===== src/verilog/par_macros.svh =====
`ifndef PAR_MACROS_SVH
`define PAR_MACROS_SVH

// Number of worker cores sharing the iteration counter
`define PAR_N_CORE 4

// Index and stride width
`define PAR_IDX_W 16
// Iteration count and sequence number width
`define PAR_CNT_W 12
// Square and running sum width
`define PAR_VAL_W 32
// Reducer buffer depth per core, also the initial credit count
`define PAR_CREDITS 2

`endif

===== src/verilog/par_pkg.sv =====
`default_nettype none
`include "par_macros.svh"

package par_pkg;

	// One fork command
	typedef struct packed {
		logic [`PAR_IDX_W-1:0] start;
		logic [`PAR_IDX_W-1:0] stride;  // two's complement
		logic [`PAR_CNT_W-1:0] count;
	} loop_cmd_t;

	// Allocator answer to one core
	typedef struct packed {
		logic                  valid;
		logic [`PAR_IDX_W-1:0] index;
		logic [`PAR_CNT_W-1:0] seq;
	} iter_grant_t;

	// Core result toward the reducer
	typedef struct packed {
		logic [1:0]            core;
		logic [`PAR_CNT_W-1:0] seq;
		logic [`PAR_IDX_W-1:0] index;
		logic [`PAR_VAL_W-1:0] square;
	} result_t;

	typedef enum logic [1:0] {CORE_REQ, CORE_MUL, CORE_SEND, CORE_IDLE} core_state_t;
	typedef enum logic {ALLOC_IDLE, ALLOC_RUN} alloc_state_t;

endpackage

`default_nettype wire


===== src/verilog/par_top.sv =====
`timescale 1ns/1ps
`default_nettype none
`include "par_macros.svh"

module par_top (
	input  wire logic               clk,
	input  wire logic               arst_n,
	input  wire par_pkg::loop_cmd_t cmd,
	input  wire logic               cmd_valid,
	output logic                    cmd_ready,
	output par_pkg::result_t        res,
	output logic                    res_valid,
	output logic [`PAR_VAL_W-1:0]   sum,
	output logic [`PAR_CNT_W-1:0]   count,
	output logic                    done
);
	import par_pkg::*;

	logic [`PAR_N_CORE-1:0] req;
	iter_grant_t            grant [`PAR_N_CORE];
	logic                   exhausted;
	result_t                put_data [`PAR_N_CORE];
	logic [`PAR_N_CORE-1:0] put_valid;
	logic [`PAR_N_CORE-1:0] credit;
	logic [`PAR_N_CORE-1:0] core_idle;
	logic                   red_empty;
	logic                   clear;

	// Accepting a command also clears the sum and count
	assign clear = cmd_valid && cmd_ready;

	iter_alloc u_alloc (
		.clk,
		.arst_n,
		.cmd,
		.cmd_valid,
		.cmd_ready,
		.req,
		.grant,
		.exhausted,
		.done
	);

	for (genvar i = 0; i < `PAR_N_CORE; i++) begin : g_core
		loop_core #(
			.CORE_ID(i)
		) u_core (
			.clk,
			.arst_n,
			.grant(grant[i]),
			.exhausted,
			.req(req[i]),
			.put_data(put_data[i]),
			.put_valid(put_valid[i]),
			.credit(credit[i]),
			.idle(core_idle[i])
		);
	end

	result_reducer u_reducer (
		.clk,
		.arst_n,
		.put_data,
		.put_valid,
		.credit,
		.clear,
		.res,
		.res_valid,
		.sum,
		.count,
		.empty(red_empty)
	);

	// Loop is finished once nothing is left in any core or buffer
	always_ff @(posedge clk or negedge arst_n) begin
		if (!arst_n) begin
			done <= 1'b1;
		end else if (clear) begin
			done <= 1'b0;
		end else if (exhausted && (&core_idle) && red_empty && !res_valid) begin
			done <= 1'b1;
		end
	end

endmodule

`default_nettype wire


===== src/verilog/result_reducer.sv =====
`timescale 1ns/1ps
`default_nettype none
`include "par_macros.svh"

module result_reducer (
	input  wire logic                   clk,
	input  wire logic                   arst_n,
	input  wire par_pkg::result_t       put_data [`PAR_N_CORE],
	input  wire logic [`PAR_N_CORE-1:0] put_valid,
	output logic [`PAR_N_CORE-1:0]      credit,
	input  wire logic                   clear,
	output par_pkg::result_t            res,
	output logic                        res_valid,
	output logic [`PAR_VAL_W-1:0]       sum,
	output logic [`PAR_CNT_W-1:0]       count,
	output logic                        empty
);
	import par_pkg::*;

	localparam int SEL_W = $clog2(`PAR_N_CORE);
	localparam int PTR_W = (`PAR_CREDITS > 1) ? $clog2(`PAR_CREDITS) : 1;
	localparam int OCC_W = $clog2(`PAR_CREDITS + 1);

	result_t                mem [`PAR_N_CORE][`PAR_CREDITS];
	logic [PTR_W-1:0]       wr_ptr [`PAR_N_CORE];
	logic [PTR_W-1:0]       rd_ptr [`PAR_N_CORE];
	logic [OCC_W-1:0]       occ [`PAR_N_CORE];
	logic [`PAR_N_CORE-1:0] nonempty;
	logic [`PAR_N_CORE-1:0] pop_vec;
	logic [SEL_W-1:0]       last;
	logic [SEL_W-1:0]       cand;
	logic [SEL_W-1:0]       pick;
	logic                   pick_valid;
	result_t                head;

	function automatic logic [PTR_W-1:0] ptr_inc(input logic [PTR_W-1:0] p);
		if (p == PTR_W'(`PAR_CREDITS - 1)) begin
			return '0;
		end
		return p + 1'b1;
	endfunction

	// Round robin, starting after the core served last
	always_comb begin
		for (int i = 0; i < `PAR_N_CORE; i++) begin
			nonempty[i] = (occ[i] != '0);
		end
		pick_valid = 1'b0;
		pick       = last;
		cand       = last;
		for (int k = 1; k <= `PAR_N_CORE; k++) begin
			cand = SEL_W'((int'(last) + k) % `PAR_N_CORE);
			if (!pick_valid && nonempty[cand]) begin
				pick_valid = 1'b1;
				pick       = cand;
			end
		end
		for (int i = 0; i < `PAR_N_CORE; i++) begin
			pop_vec[i] = pick_valid && (pick == SEL_W'(i));
		end
		head = mem[pick][rd_ptr[pick]];
	end

	assign empty = (nonempty == '0);

	always_ff @(posedge clk) begin
		for (int i = 0; i < `PAR_N_CORE; i++) begin
			if (put_valid[i]) begin
				mem[i][wr_ptr[i]] <= put_data[i];
			end
		end
		if (pick_valid) begin
			res <= head;
		end
	end

	always_ff @(posedge clk or negedge arst_n) begin
		if (!arst_n) begin
			for (int i = 0; i < `PAR_N_CORE; i++) begin
				wr_ptr[i] <= '0;
				rd_ptr[i] <= '0;
				occ[i]    <= '0;
			end
			last      <= SEL_W'(`PAR_N_CORE - 1);
			res_valid <= 1'b0;
			credit    <= '0;
		end else begin
			res_valid <= pick_valid;
			// Freed entry goes back as a credit alongside res_valid
			credit    <= pop_vec;
			if (pick_valid) begin
				last <= pick;
			end
			for (int i = 0; i < `PAR_N_CORE; i++) begin
				if (put_valid[i]) begin
					wr_ptr[i] <= ptr_inc(wr_ptr[i]);
				end
				if (pop_vec[i]) begin
					rd_ptr[i] <= ptr_inc(rd_ptr[i]);
				end
				if (put_valid[i] && !pop_vec[i]) begin
					occ[i] <= occ[i] + 1'b1;
				end else if (!put_valid[i] && pop_vec[i]) begin
					occ[i] <= occ[i] - 1'b1;
				end
			end
		end
	end

	always_ff @(posedge clk or negedge arst_n) begin
		if (!arst_n) begin
			sum   <= '0;
			count <= '0;
		end else if (clear) begin
			sum   <= '0;
			count <= '0;
		end else if (pick_valid) begin
			sum   <= sum + head.square;
			count <= count + 1'b1;
		end
	end

	for (genvar i = 0; i < `PAR_N_CORE; i++) begin : g_chk
		a_no_overflow: assert property (@(posedge clk) disable iff (!arst_n)
			put_valid[i] |-> (occ[i] < OCC_W'(`PAR_CREDITS)));
	end

endmodule

`default_nettype wire


===== src/verilog/loop_core.sv =====
`timescale 1ns/1ps
`default_nettype none
`include "par_macros.svh"

module loop_core #(
	parameter int CORE_ID = 0
) (
	input  wire logic                 clk,
	input  wire logic                 arst_n,
	input  wire par_pkg::iter_grant_t grant,
	input  wire logic                 exhausted,
	output logic                      req,
	output par_pkg::result_t          put_data,
	output logic                      put_valid,
	input  wire logic                 credit,
	output logic                      idle
);
	import par_pkg::*;

	localparam int BIT_W = $clog2(`PAR_IDX_W);
	localparam int CRD_W = $clog2(`PAR_CREDITS + 1);

	core_state_t           state;
	logic [`PAR_IDX_W-1:0] index_q;
	logic [`PAR_CNT_W-1:0] seq_q;
	logic [`PAR_VAL_W-1:0] acc;
	logic [`PAR_VAL_W-1:0] mcand;
	logic [`PAR_IDX_W-1:0] mplier;
	logic [BIT_W-1:0]      bit_cnt;
	logic [CRD_W-1:0]      credits;

	assign req       = (state == CORE_REQ);
	assign idle      = (state == CORE_REQ) || (state == CORE_IDLE);
	assign put_valid = (state == CORE_SEND) && (credits != '0);

	always_comb begin
		put_data.core   = 2'(CORE_ID);
		put_data.seq    = seq_q;
		put_data.index  = index_q;
		put_data.square = acc;
	end

	always_ff @(posedge clk or negedge arst_n) begin
		if (!arst_n) begin
			state   <= CORE_IDLE;
			bit_cnt <= '0;
		end else begin
			case (state)
				CORE_IDLE: begin
					// A new loop shows up as exhausted dropping
					if (!exhausted) begin
						state <= CORE_REQ;
					end
				end
				CORE_REQ: begin
					if (grant.valid) begin
						state   <= CORE_MUL;
						bit_cnt <= '0;
					end else if (exhausted) begin
						state <= CORE_IDLE;
					end
				end
				CORE_MUL: begin
					bit_cnt <= bit_cnt + 1'b1;
					if (bit_cnt == BIT_W'(`PAR_IDX_W - 1)) begin
						state <= CORE_SEND;
					end
				end
				CORE_SEND: begin
					if (put_valid) begin
						state <= CORE_REQ;
					end
				end
				default: state <= CORE_IDLE;
			endcase
		end
	end

	// Shift-add square, one multiplier bit per cycle
	always_ff @(posedge clk) begin
		if ((state == CORE_REQ) && grant.valid) begin
			index_q <= grant.index;
			seq_q   <= grant.seq;
			acc     <= '0;
			mcand   <= `PAR_VAL_W'(grant.index);
			mplier  <= grant.index;
		end else if (state == CORE_MUL) begin
			if (mplier[0]) begin
				acc <= acc + mcand;
			end
			mcand  <= mcand << 1;
			mplier <= mplier >> 1;
		end
	end

	// Credits start full; reducer returns one per freed entry
	always_ff @(posedge clk or negedge arst_n) begin
		if (!arst_n) begin
			credits <= CRD_W'(`PAR_CREDITS);
		end else if (credit && !put_valid) begin
			credits <= credits + 1'b1;
		end else if (!credit && put_valid) begin
			credits <= credits - 1'b1;
		end
	end

	a_credit_bound: assert property (@(posedge clk) disable iff (!arst_n)
		credits <= CRD_W'(`PAR_CREDITS));

	// Shift-add result must match a plain multiply when it leaves the core
	a_square_ok: assert property (@(posedge clk) disable iff (!arst_n)
		put_valid |-> (acc == `PAR_VAL_W'(index_q) * `PAR_VAL_W'(index_q)));

endmodule

`default_nettype wire


===== src/verilog/iter_alloc.sv =====
`timescale 1ns/1ps
`default_nettype none
`include "par_macros.svh"

module iter_alloc (
	input  wire logic                    clk,
	input  wire logic                    arst_n,
	input  wire par_pkg::loop_cmd_t      cmd,
	input  wire logic                    cmd_valid,
	output logic                         cmd_ready,
	input  wire logic [`PAR_N_CORE-1:0]  req,
	output par_pkg::iter_grant_t         grant [`PAR_N_CORE],
	output logic                         exhausted,
	input  wire logic                    done
);
	import par_pkg::*;

	alloc_state_t          state;
	logic [`PAR_IDX_W-1:0] start_q;
	logic [`PAR_IDX_W-1:0] stride_q;
	logic [`PAR_CNT_W-1:0] count_q;
	logic [`PAR_CNT_W-1:0] base_q;
	logic [`PAR_CNT_W:0]   rank [`PAR_N_CORE];
	logic [`PAR_CNT_W:0]   seq_ext [`PAR_N_CORE];
	logic [`PAR_N_CORE-1:0] granted;
	logic [`PAR_CNT_W:0]   n_grant;
	logic [`PAR_CNT_W:0]   base_next;
	logic                  accept;

	assign cmd_ready = (state == ALLOC_IDLE) && done;
	assign accept    = cmd_valid && cmd_ready;
	assign exhausted = (state == ALLOC_IDLE);

	// Prefix rank: i-th requester in core order gets base + i
	always_comb begin
		rank[0] = '0;
		for (int i = 1; i < `PAR_N_CORE; i++) begin
			rank[i] = rank[i-1] + req[i-1];
		end
		n_grant = '0;
		for (int i = 0; i < `PAR_N_CORE; i++) begin
			seq_ext[i] = {1'b0, base_q} + rank[i];
			granted[i] = (state == ALLOC_RUN) && req[i] && (seq_ext[i] < {1'b0, count_q});
			grant[i].valid = granted[i];
			grant[i].seq   = seq_ext[i][`PAR_CNT_W-1:0];
			// Index wraps modulo 2^PAR_IDX_W, so signed stride works unchanged
			grant[i].index = start_q + `PAR_IDX_W'(seq_ext[i]) * stride_q;
			if (granted[i]) begin
				n_grant = n_grant + 1'b1;
			end
		end
		base_next = {1'b0, base_q} + n_grant;
	end

	always_ff @(posedge clk or negedge arst_n) begin
		if (!arst_n) begin
			state   <= ALLOC_IDLE;
			count_q <= '0;
			base_q  <= '0;
		end else if (accept) begin
			state   <= ALLOC_RUN;
			count_q <= cmd.count;
			base_q  <= '0;
		end else if (state == ALLOC_RUN) begin
			base_q <= base_next[`PAR_CNT_W-1:0];
			if (base_next >= {1'b0, count_q}) begin
				state <= ALLOC_IDLE;
			end
		end
	end

	always_ff @(posedge clk) begin
		if (accept) begin
			start_q  <= cmd.start;
			stride_q <= cmd.stride;
		end
	end

	a_base_in_range: assert property (@(posedge clk) disable iff (!arst_n)
		base_q <= count_q);

	// While the subsystem reports done the allocator must be idle and silent
	a_no_grant_idle: assert property (@(posedge clk) disable iff (!arst_n)
		done |-> (granted == '0));

endmodule

`default_nettype wire


===== config.mk =====
export PLATFORM = sky130hd
export DESIGN_NAME = par_top
export DESIGN_NICKNAME = d
export VERILOG_FILES = /design/src/verilog/par_pkg.sv /design/src/verilog/par_top.sv /design/src/verilog/result_reducer.sv /design/src/verilog/loop_core.sv /design/src/verilog/iter_alloc.sv
export VERILOG_INCLUDE_DIRS = /design/src /design/src/verilog
export SDC_FILE = /design/constraint.sdc
export NUM_CORES = 2
export LEC_CHECK = 0
export ABC_AREA = 1
export ABC_CLOCK_PERIOD_IN_PS = 7300
export BUFFER_PORTS_ARGS = -buffer_cell sky130_fd_sc_hd__buf_2
export CAP_MARGIN = 20
export CORE_MARGIN = 5
export CORE_UTILIZATION = 45
export DETAILED_ROUTE_END_ITERATION = 16
export PLACE_DENSITY_LB_ADDON = 0.1
export SETUP_SLACK_MARGIN = 0.2
export SLEW_MARGIN = 20
export SYNTH_ARGS = -nofsm -noshare
export SYNTH_HDL_FRONTEND = slang
export SYNTH_HIERARCHICAL = 1
export SYNTH_SLANG_ARGS = --single-unit

===== constraint.sdc =====
create_clock -name clk -period 7.3 [get_ports clk]
set_clock_uncertainty 0.2 [all_clocks]
set_input_delay 0.365 -clock clk [delete_from_list [all_inputs] [get_ports clk]]
set_output_delay 0.365 -clock clk [all_outputs]
set_load 0.01 [all_outputs]

==> summary.md <==
| Metric | Value |
|---|---|
| Outcome | `finished, violations left` |
| Mapped Avg Cell Area | `8.791 µm²` |
| Ports | `156` |
| H-tree levels | `4` |
| Antenna violations before repair | `5` |
| R2r startpoint | `g_core[0].u_core/state[0]$_DFFE_PN1P_` |
| Asr flop ratio synth | `a little over a tenth` |
| Maximum buffer depth of the clock tree | `3` |
| Final hold vios | `0` |
| Dominant cells by area after synthesis | `edfxtp_1 (34%), nand2_1 (12%), fa_1 (10%), inv_1 (7.4%), ha_1 (7.3%)` |
| Core ar. | `between 150,000 and 200,000 µm²` |
| Mapped Area | `roughly 74,000 µm²` |
| Clock Latency Late Sink | `between 0.7 and 0.8 ns` |
| First-pass GRT wire length | `roughly 360 mm` |
| # setup viols final | `8` |
| Initial Util | `a little under half` |
| Post-synth top area share | `about a third` |
| Crit Path Class | `flip-flop to flip-flop` |
| Clock transition at path regs | `around 0.060 ns` |
| Slew headroom | `25.27%` |
| CTS tree | `yes` |
| CTS root buf | `clkbuf_16` |
| RSZ-0062 raised after global routing | `true` |
| Number of synthesis warnings | `6` |
| Area of the die | `171,600 µm²` |
| Maxcap violations | `0` |
| Final WS setup | `-0.2503 ns` |
| Die width | `414.2 µm` |
| CP endpoint kind | `flip-flop` |
| Worst hold path type | `input pin to flip-flop` |
| Area leader, netlist | `edfxtp_1` |
| Final ANT Viol Nets | `0` |
| # DRC | `0` |
| DRT iter0 DRCs | `between 4,000 and 5,000` |
| Main flop type after synthesis | `edfxtp_1` |
| DPL Wire Length | `184.6 mm` |
| Pin slew with the least headroom to its limit | `approximately 1.1 ns` |
| IO Port Bufs | `155` |
| Total gr overflow | `0` |
| Flop-to-flop setup slack | `-0.25 ns` |
| Cell count after synthesis | `about 8,400` |
| Violated checks | `negative setup slack` |
| Layout area overhead | `17.22%` |
| Pin count of the biggest net entering global routing | `between 80 and 90` |
| Placer Congestion | `just under 1` |
| Critical Path RT | `7.57 ns` |
| TritonRoute pass-1 iters | `7` |
| Vias in the first global route | `56,750` |
| Vias post-DR | `between 50,000 and 60,000` |
| Fmax | `0.1324 GHz` |
| Final min period | `7.550 ns` |
| Most frequent CP cell | `buf_4` |
| Via density | `between 5 and 6` |
| Reg2reg end | `g_core[3].u_core/mcand[15]$_DFFE_PP_` |
| Worst setup SP type | `flip-flop` |
| FF-to-FF path depth | `between 50 and 60` |
| Post-synth EDFFs | `830` |
| Peak per-stage delay on the critical path | `between 0.5 and 0.6 ns` |
| Aggregate global-route resource usage | `about 28%` |
| Finished Cell Area | `86,190 µm²` |
| Final #Nets | `~9,800` |
| Worst path slowest cell | `dfstp_2` |
| Synth Register Bits | `approximately 1,100` |
| Seq/Total Area, Yosys | `approximately 43%` |
| Part of the cycle the worst path needs | `103.4%` |
| Routed wire per std cell | `21.86 µm` |
| Crit path max fanout | `3` |
| Critical path arrival | `between 7 and 8 ns` |
| FILL cells | `between 15,000 and 20,000` |
| CTS Sinks | `around 1,100` |
| Dpl cell area | `a little under 80,000 µm²` |
| Die Ht | `roughly 410 µm` |
| Total CTS buffers | `between 100 and 150` |
| Most common cell after layout, fill and taps aside | `nand2_1` |
| Post-Route WL | `approximately 240 mm` |
| Critical Path Start | `g_core[0].u_core/state[0]$_DFFE_PN1P_` |
| CP Capture Point | `g_core[3].u_core/mcand[15]$_DFFE_PP_` |
| Layout cells sized above 1 | `about 15%` |
| Final Max Slew Viols | `0` |
| Most frequent cells in the layout | `nand2_1 (2,191), inv_1 (1,388), edfxtp_1 (830), nor2_1 (610), buf_4 (405)` |
| Synth unique cells | `between 60 and 70` |
| Cell row count | `between 100 and 150` |
-- registers in the layout, indices dropped and copies added, names as in the netlist, 2 cells and up --
register and count:
g_core.u_core/seq_q 48, g_core.u_core/bit_cnt 16, u_reducer/rd_ptr 4, u_alloc/stride_q 16
u_reducer/wr_ptr 4, u_reducer/credit 4, g_core.u_core/mplier 64, u_reducer/last 2
g_core.u_core/acc 128, u_reducer/res 62, u_reducer/occ 8, g_core.u_core/credits 8
u_reducer/count 12, u_alloc/start_q 16, u_alloc/base_q 12, u_alloc/count_q 12
u_reducer/mem 496, g_core.u_core/state 8, u_reducer/sum 32, g_core.u_core/index_q 64
g_core.u_core/mcand 128
-- routing by layer --
layer  share of wire, %  global-route usage [%]  up-vias  wire length [µm]
met4                7.1                   16.09        0             17450
met5                  0                       0        -                 0
li1                   -                       -    27750                 -
met3                4.7                   3.260      511             11470
met1                 41                   35.01    27890             99990
met2                 47                   46.79     1775            115800
-- cells in the mapped netlist (all sizes together) (31+ instances only) --
cell / count
nand2: 2330
inv: 1464
edfxtp: 830
nor2: 647
ha: 430
fa: 377
o21ai: 350
nand3: 320
a21oi: 263
dfxtp: 192
xor2: 147
clkbuf: 145
buf: 113
dfrtp: 110
or2: 102
nand4: 78
o21bai: 77
xnor2: 61
a22oi: 46
nor3: 38
o2111ai: 36
o211ai: 31
-- area by class of cell --
cell class	count	area (µm²)	area share (%)
antenna	2	5.005	0.005807
sequential	1147	31920	37.03
multi-input combinational	5484	36360	42.18
clock inverter	65	829.5	0.9625
timing repair inverter	2	15.01	0.01742
tap	2175	2721	3.158
inverter	1477	5602	6.499
timing repair buffer	664	5076	5.890
clock buffer	179	3665	4.252
-- worst min path at each step --
stage                     startpoint                                 endpoint  slack [ns]  depth (start not counted)
after floorplan               arst_n  g_core[0].u_core/bit_cnt[0]$_DFFE_PN0P_       -0.13                          0
after global placement        arst_n          u_reducer/rd_ptr[2]$_DFFE_PN0P_        0.15                          1
after detailed placement      arst_n             u_reducer/occ[6]$_DFFE_PN0P_        0.14                          1
after CTS                    cmd[43]            u_alloc/start_q[15]$_DFFE_PP_        0.06                          2
after global routing         cmd[43]            u_alloc/start_q[15]$_DFFE_PP_        0.09                          2
final                        cmd[25]           u_alloc/stride_q[13]$_DFFE_PP_        0.11                          2
-- timing repair --
| item | CTS | global route |
|---|---|---|
| setup buffers | 104 | 34 |
| gates cloned | 2 | 0 |
| gates resized for setup | 213 | 185 |
| endpoints found under the setup margin | 65 | 73 |
| pin swaps | 163 | 109 |
| endpoints found under the hold margin | 138 | 0 |
| hold buffers | 47 | 0 |
-- logic make-up after synthesis --
family,count (synthesis),synth area share [%]
AO/OA/AOI/OAI,928,7.496
other,7,0.03574
adder cells (fa/ha/maj),807,17.58
AND/OR/NAND/NOR,3532,19.81
XOR/XNOR,208,2.508
buffers and inverters,1735,9.167
flip-flops,1147,43.40
-- metrics by stage --
step | utilization, % | cells | hold WS [ns] | setup WS (ns) | setup TNS (ns)
2_1_floorplan | - | 8366 | -0.1306 | 0.2080 | 0
3_3_place_gp | 48.29 | 10760 | 0.1464 | -0.2588 | -3.612
3_5_place_dp | 48.31 | 10760 | 0.1420 | -0.2817 | -5.295
4_1_cts | 52.30 | 11160 | 0.05912 | 0.08998 | 0
5_1_grt | 53.01 | 11190 | 0.08721 | -0.3794 | -5.368
6_report | 53.01 | 11200 | 0.1073 | -0.2503 | -0.9658
-- worst max-delay path, delay by kind of cell, from the launching register on --
| family | cells | cell delay [ns] |
|---|---|---|
| flip-flops | 1 | 0.54 |
| AO/OA/AOI/OAI | 2 | 0.28 |
| adder cells (fa/ha/maj) | 4 | 0.98 |
| buffers and inverters | 38 | 4.41 |
| AND/OR/NAND/NOR | 12 | 0.83 |
Power is left out: the tool's default activity adds up to more than one toggle a clock period on the data nets, which glitch-free logic cannot reach.
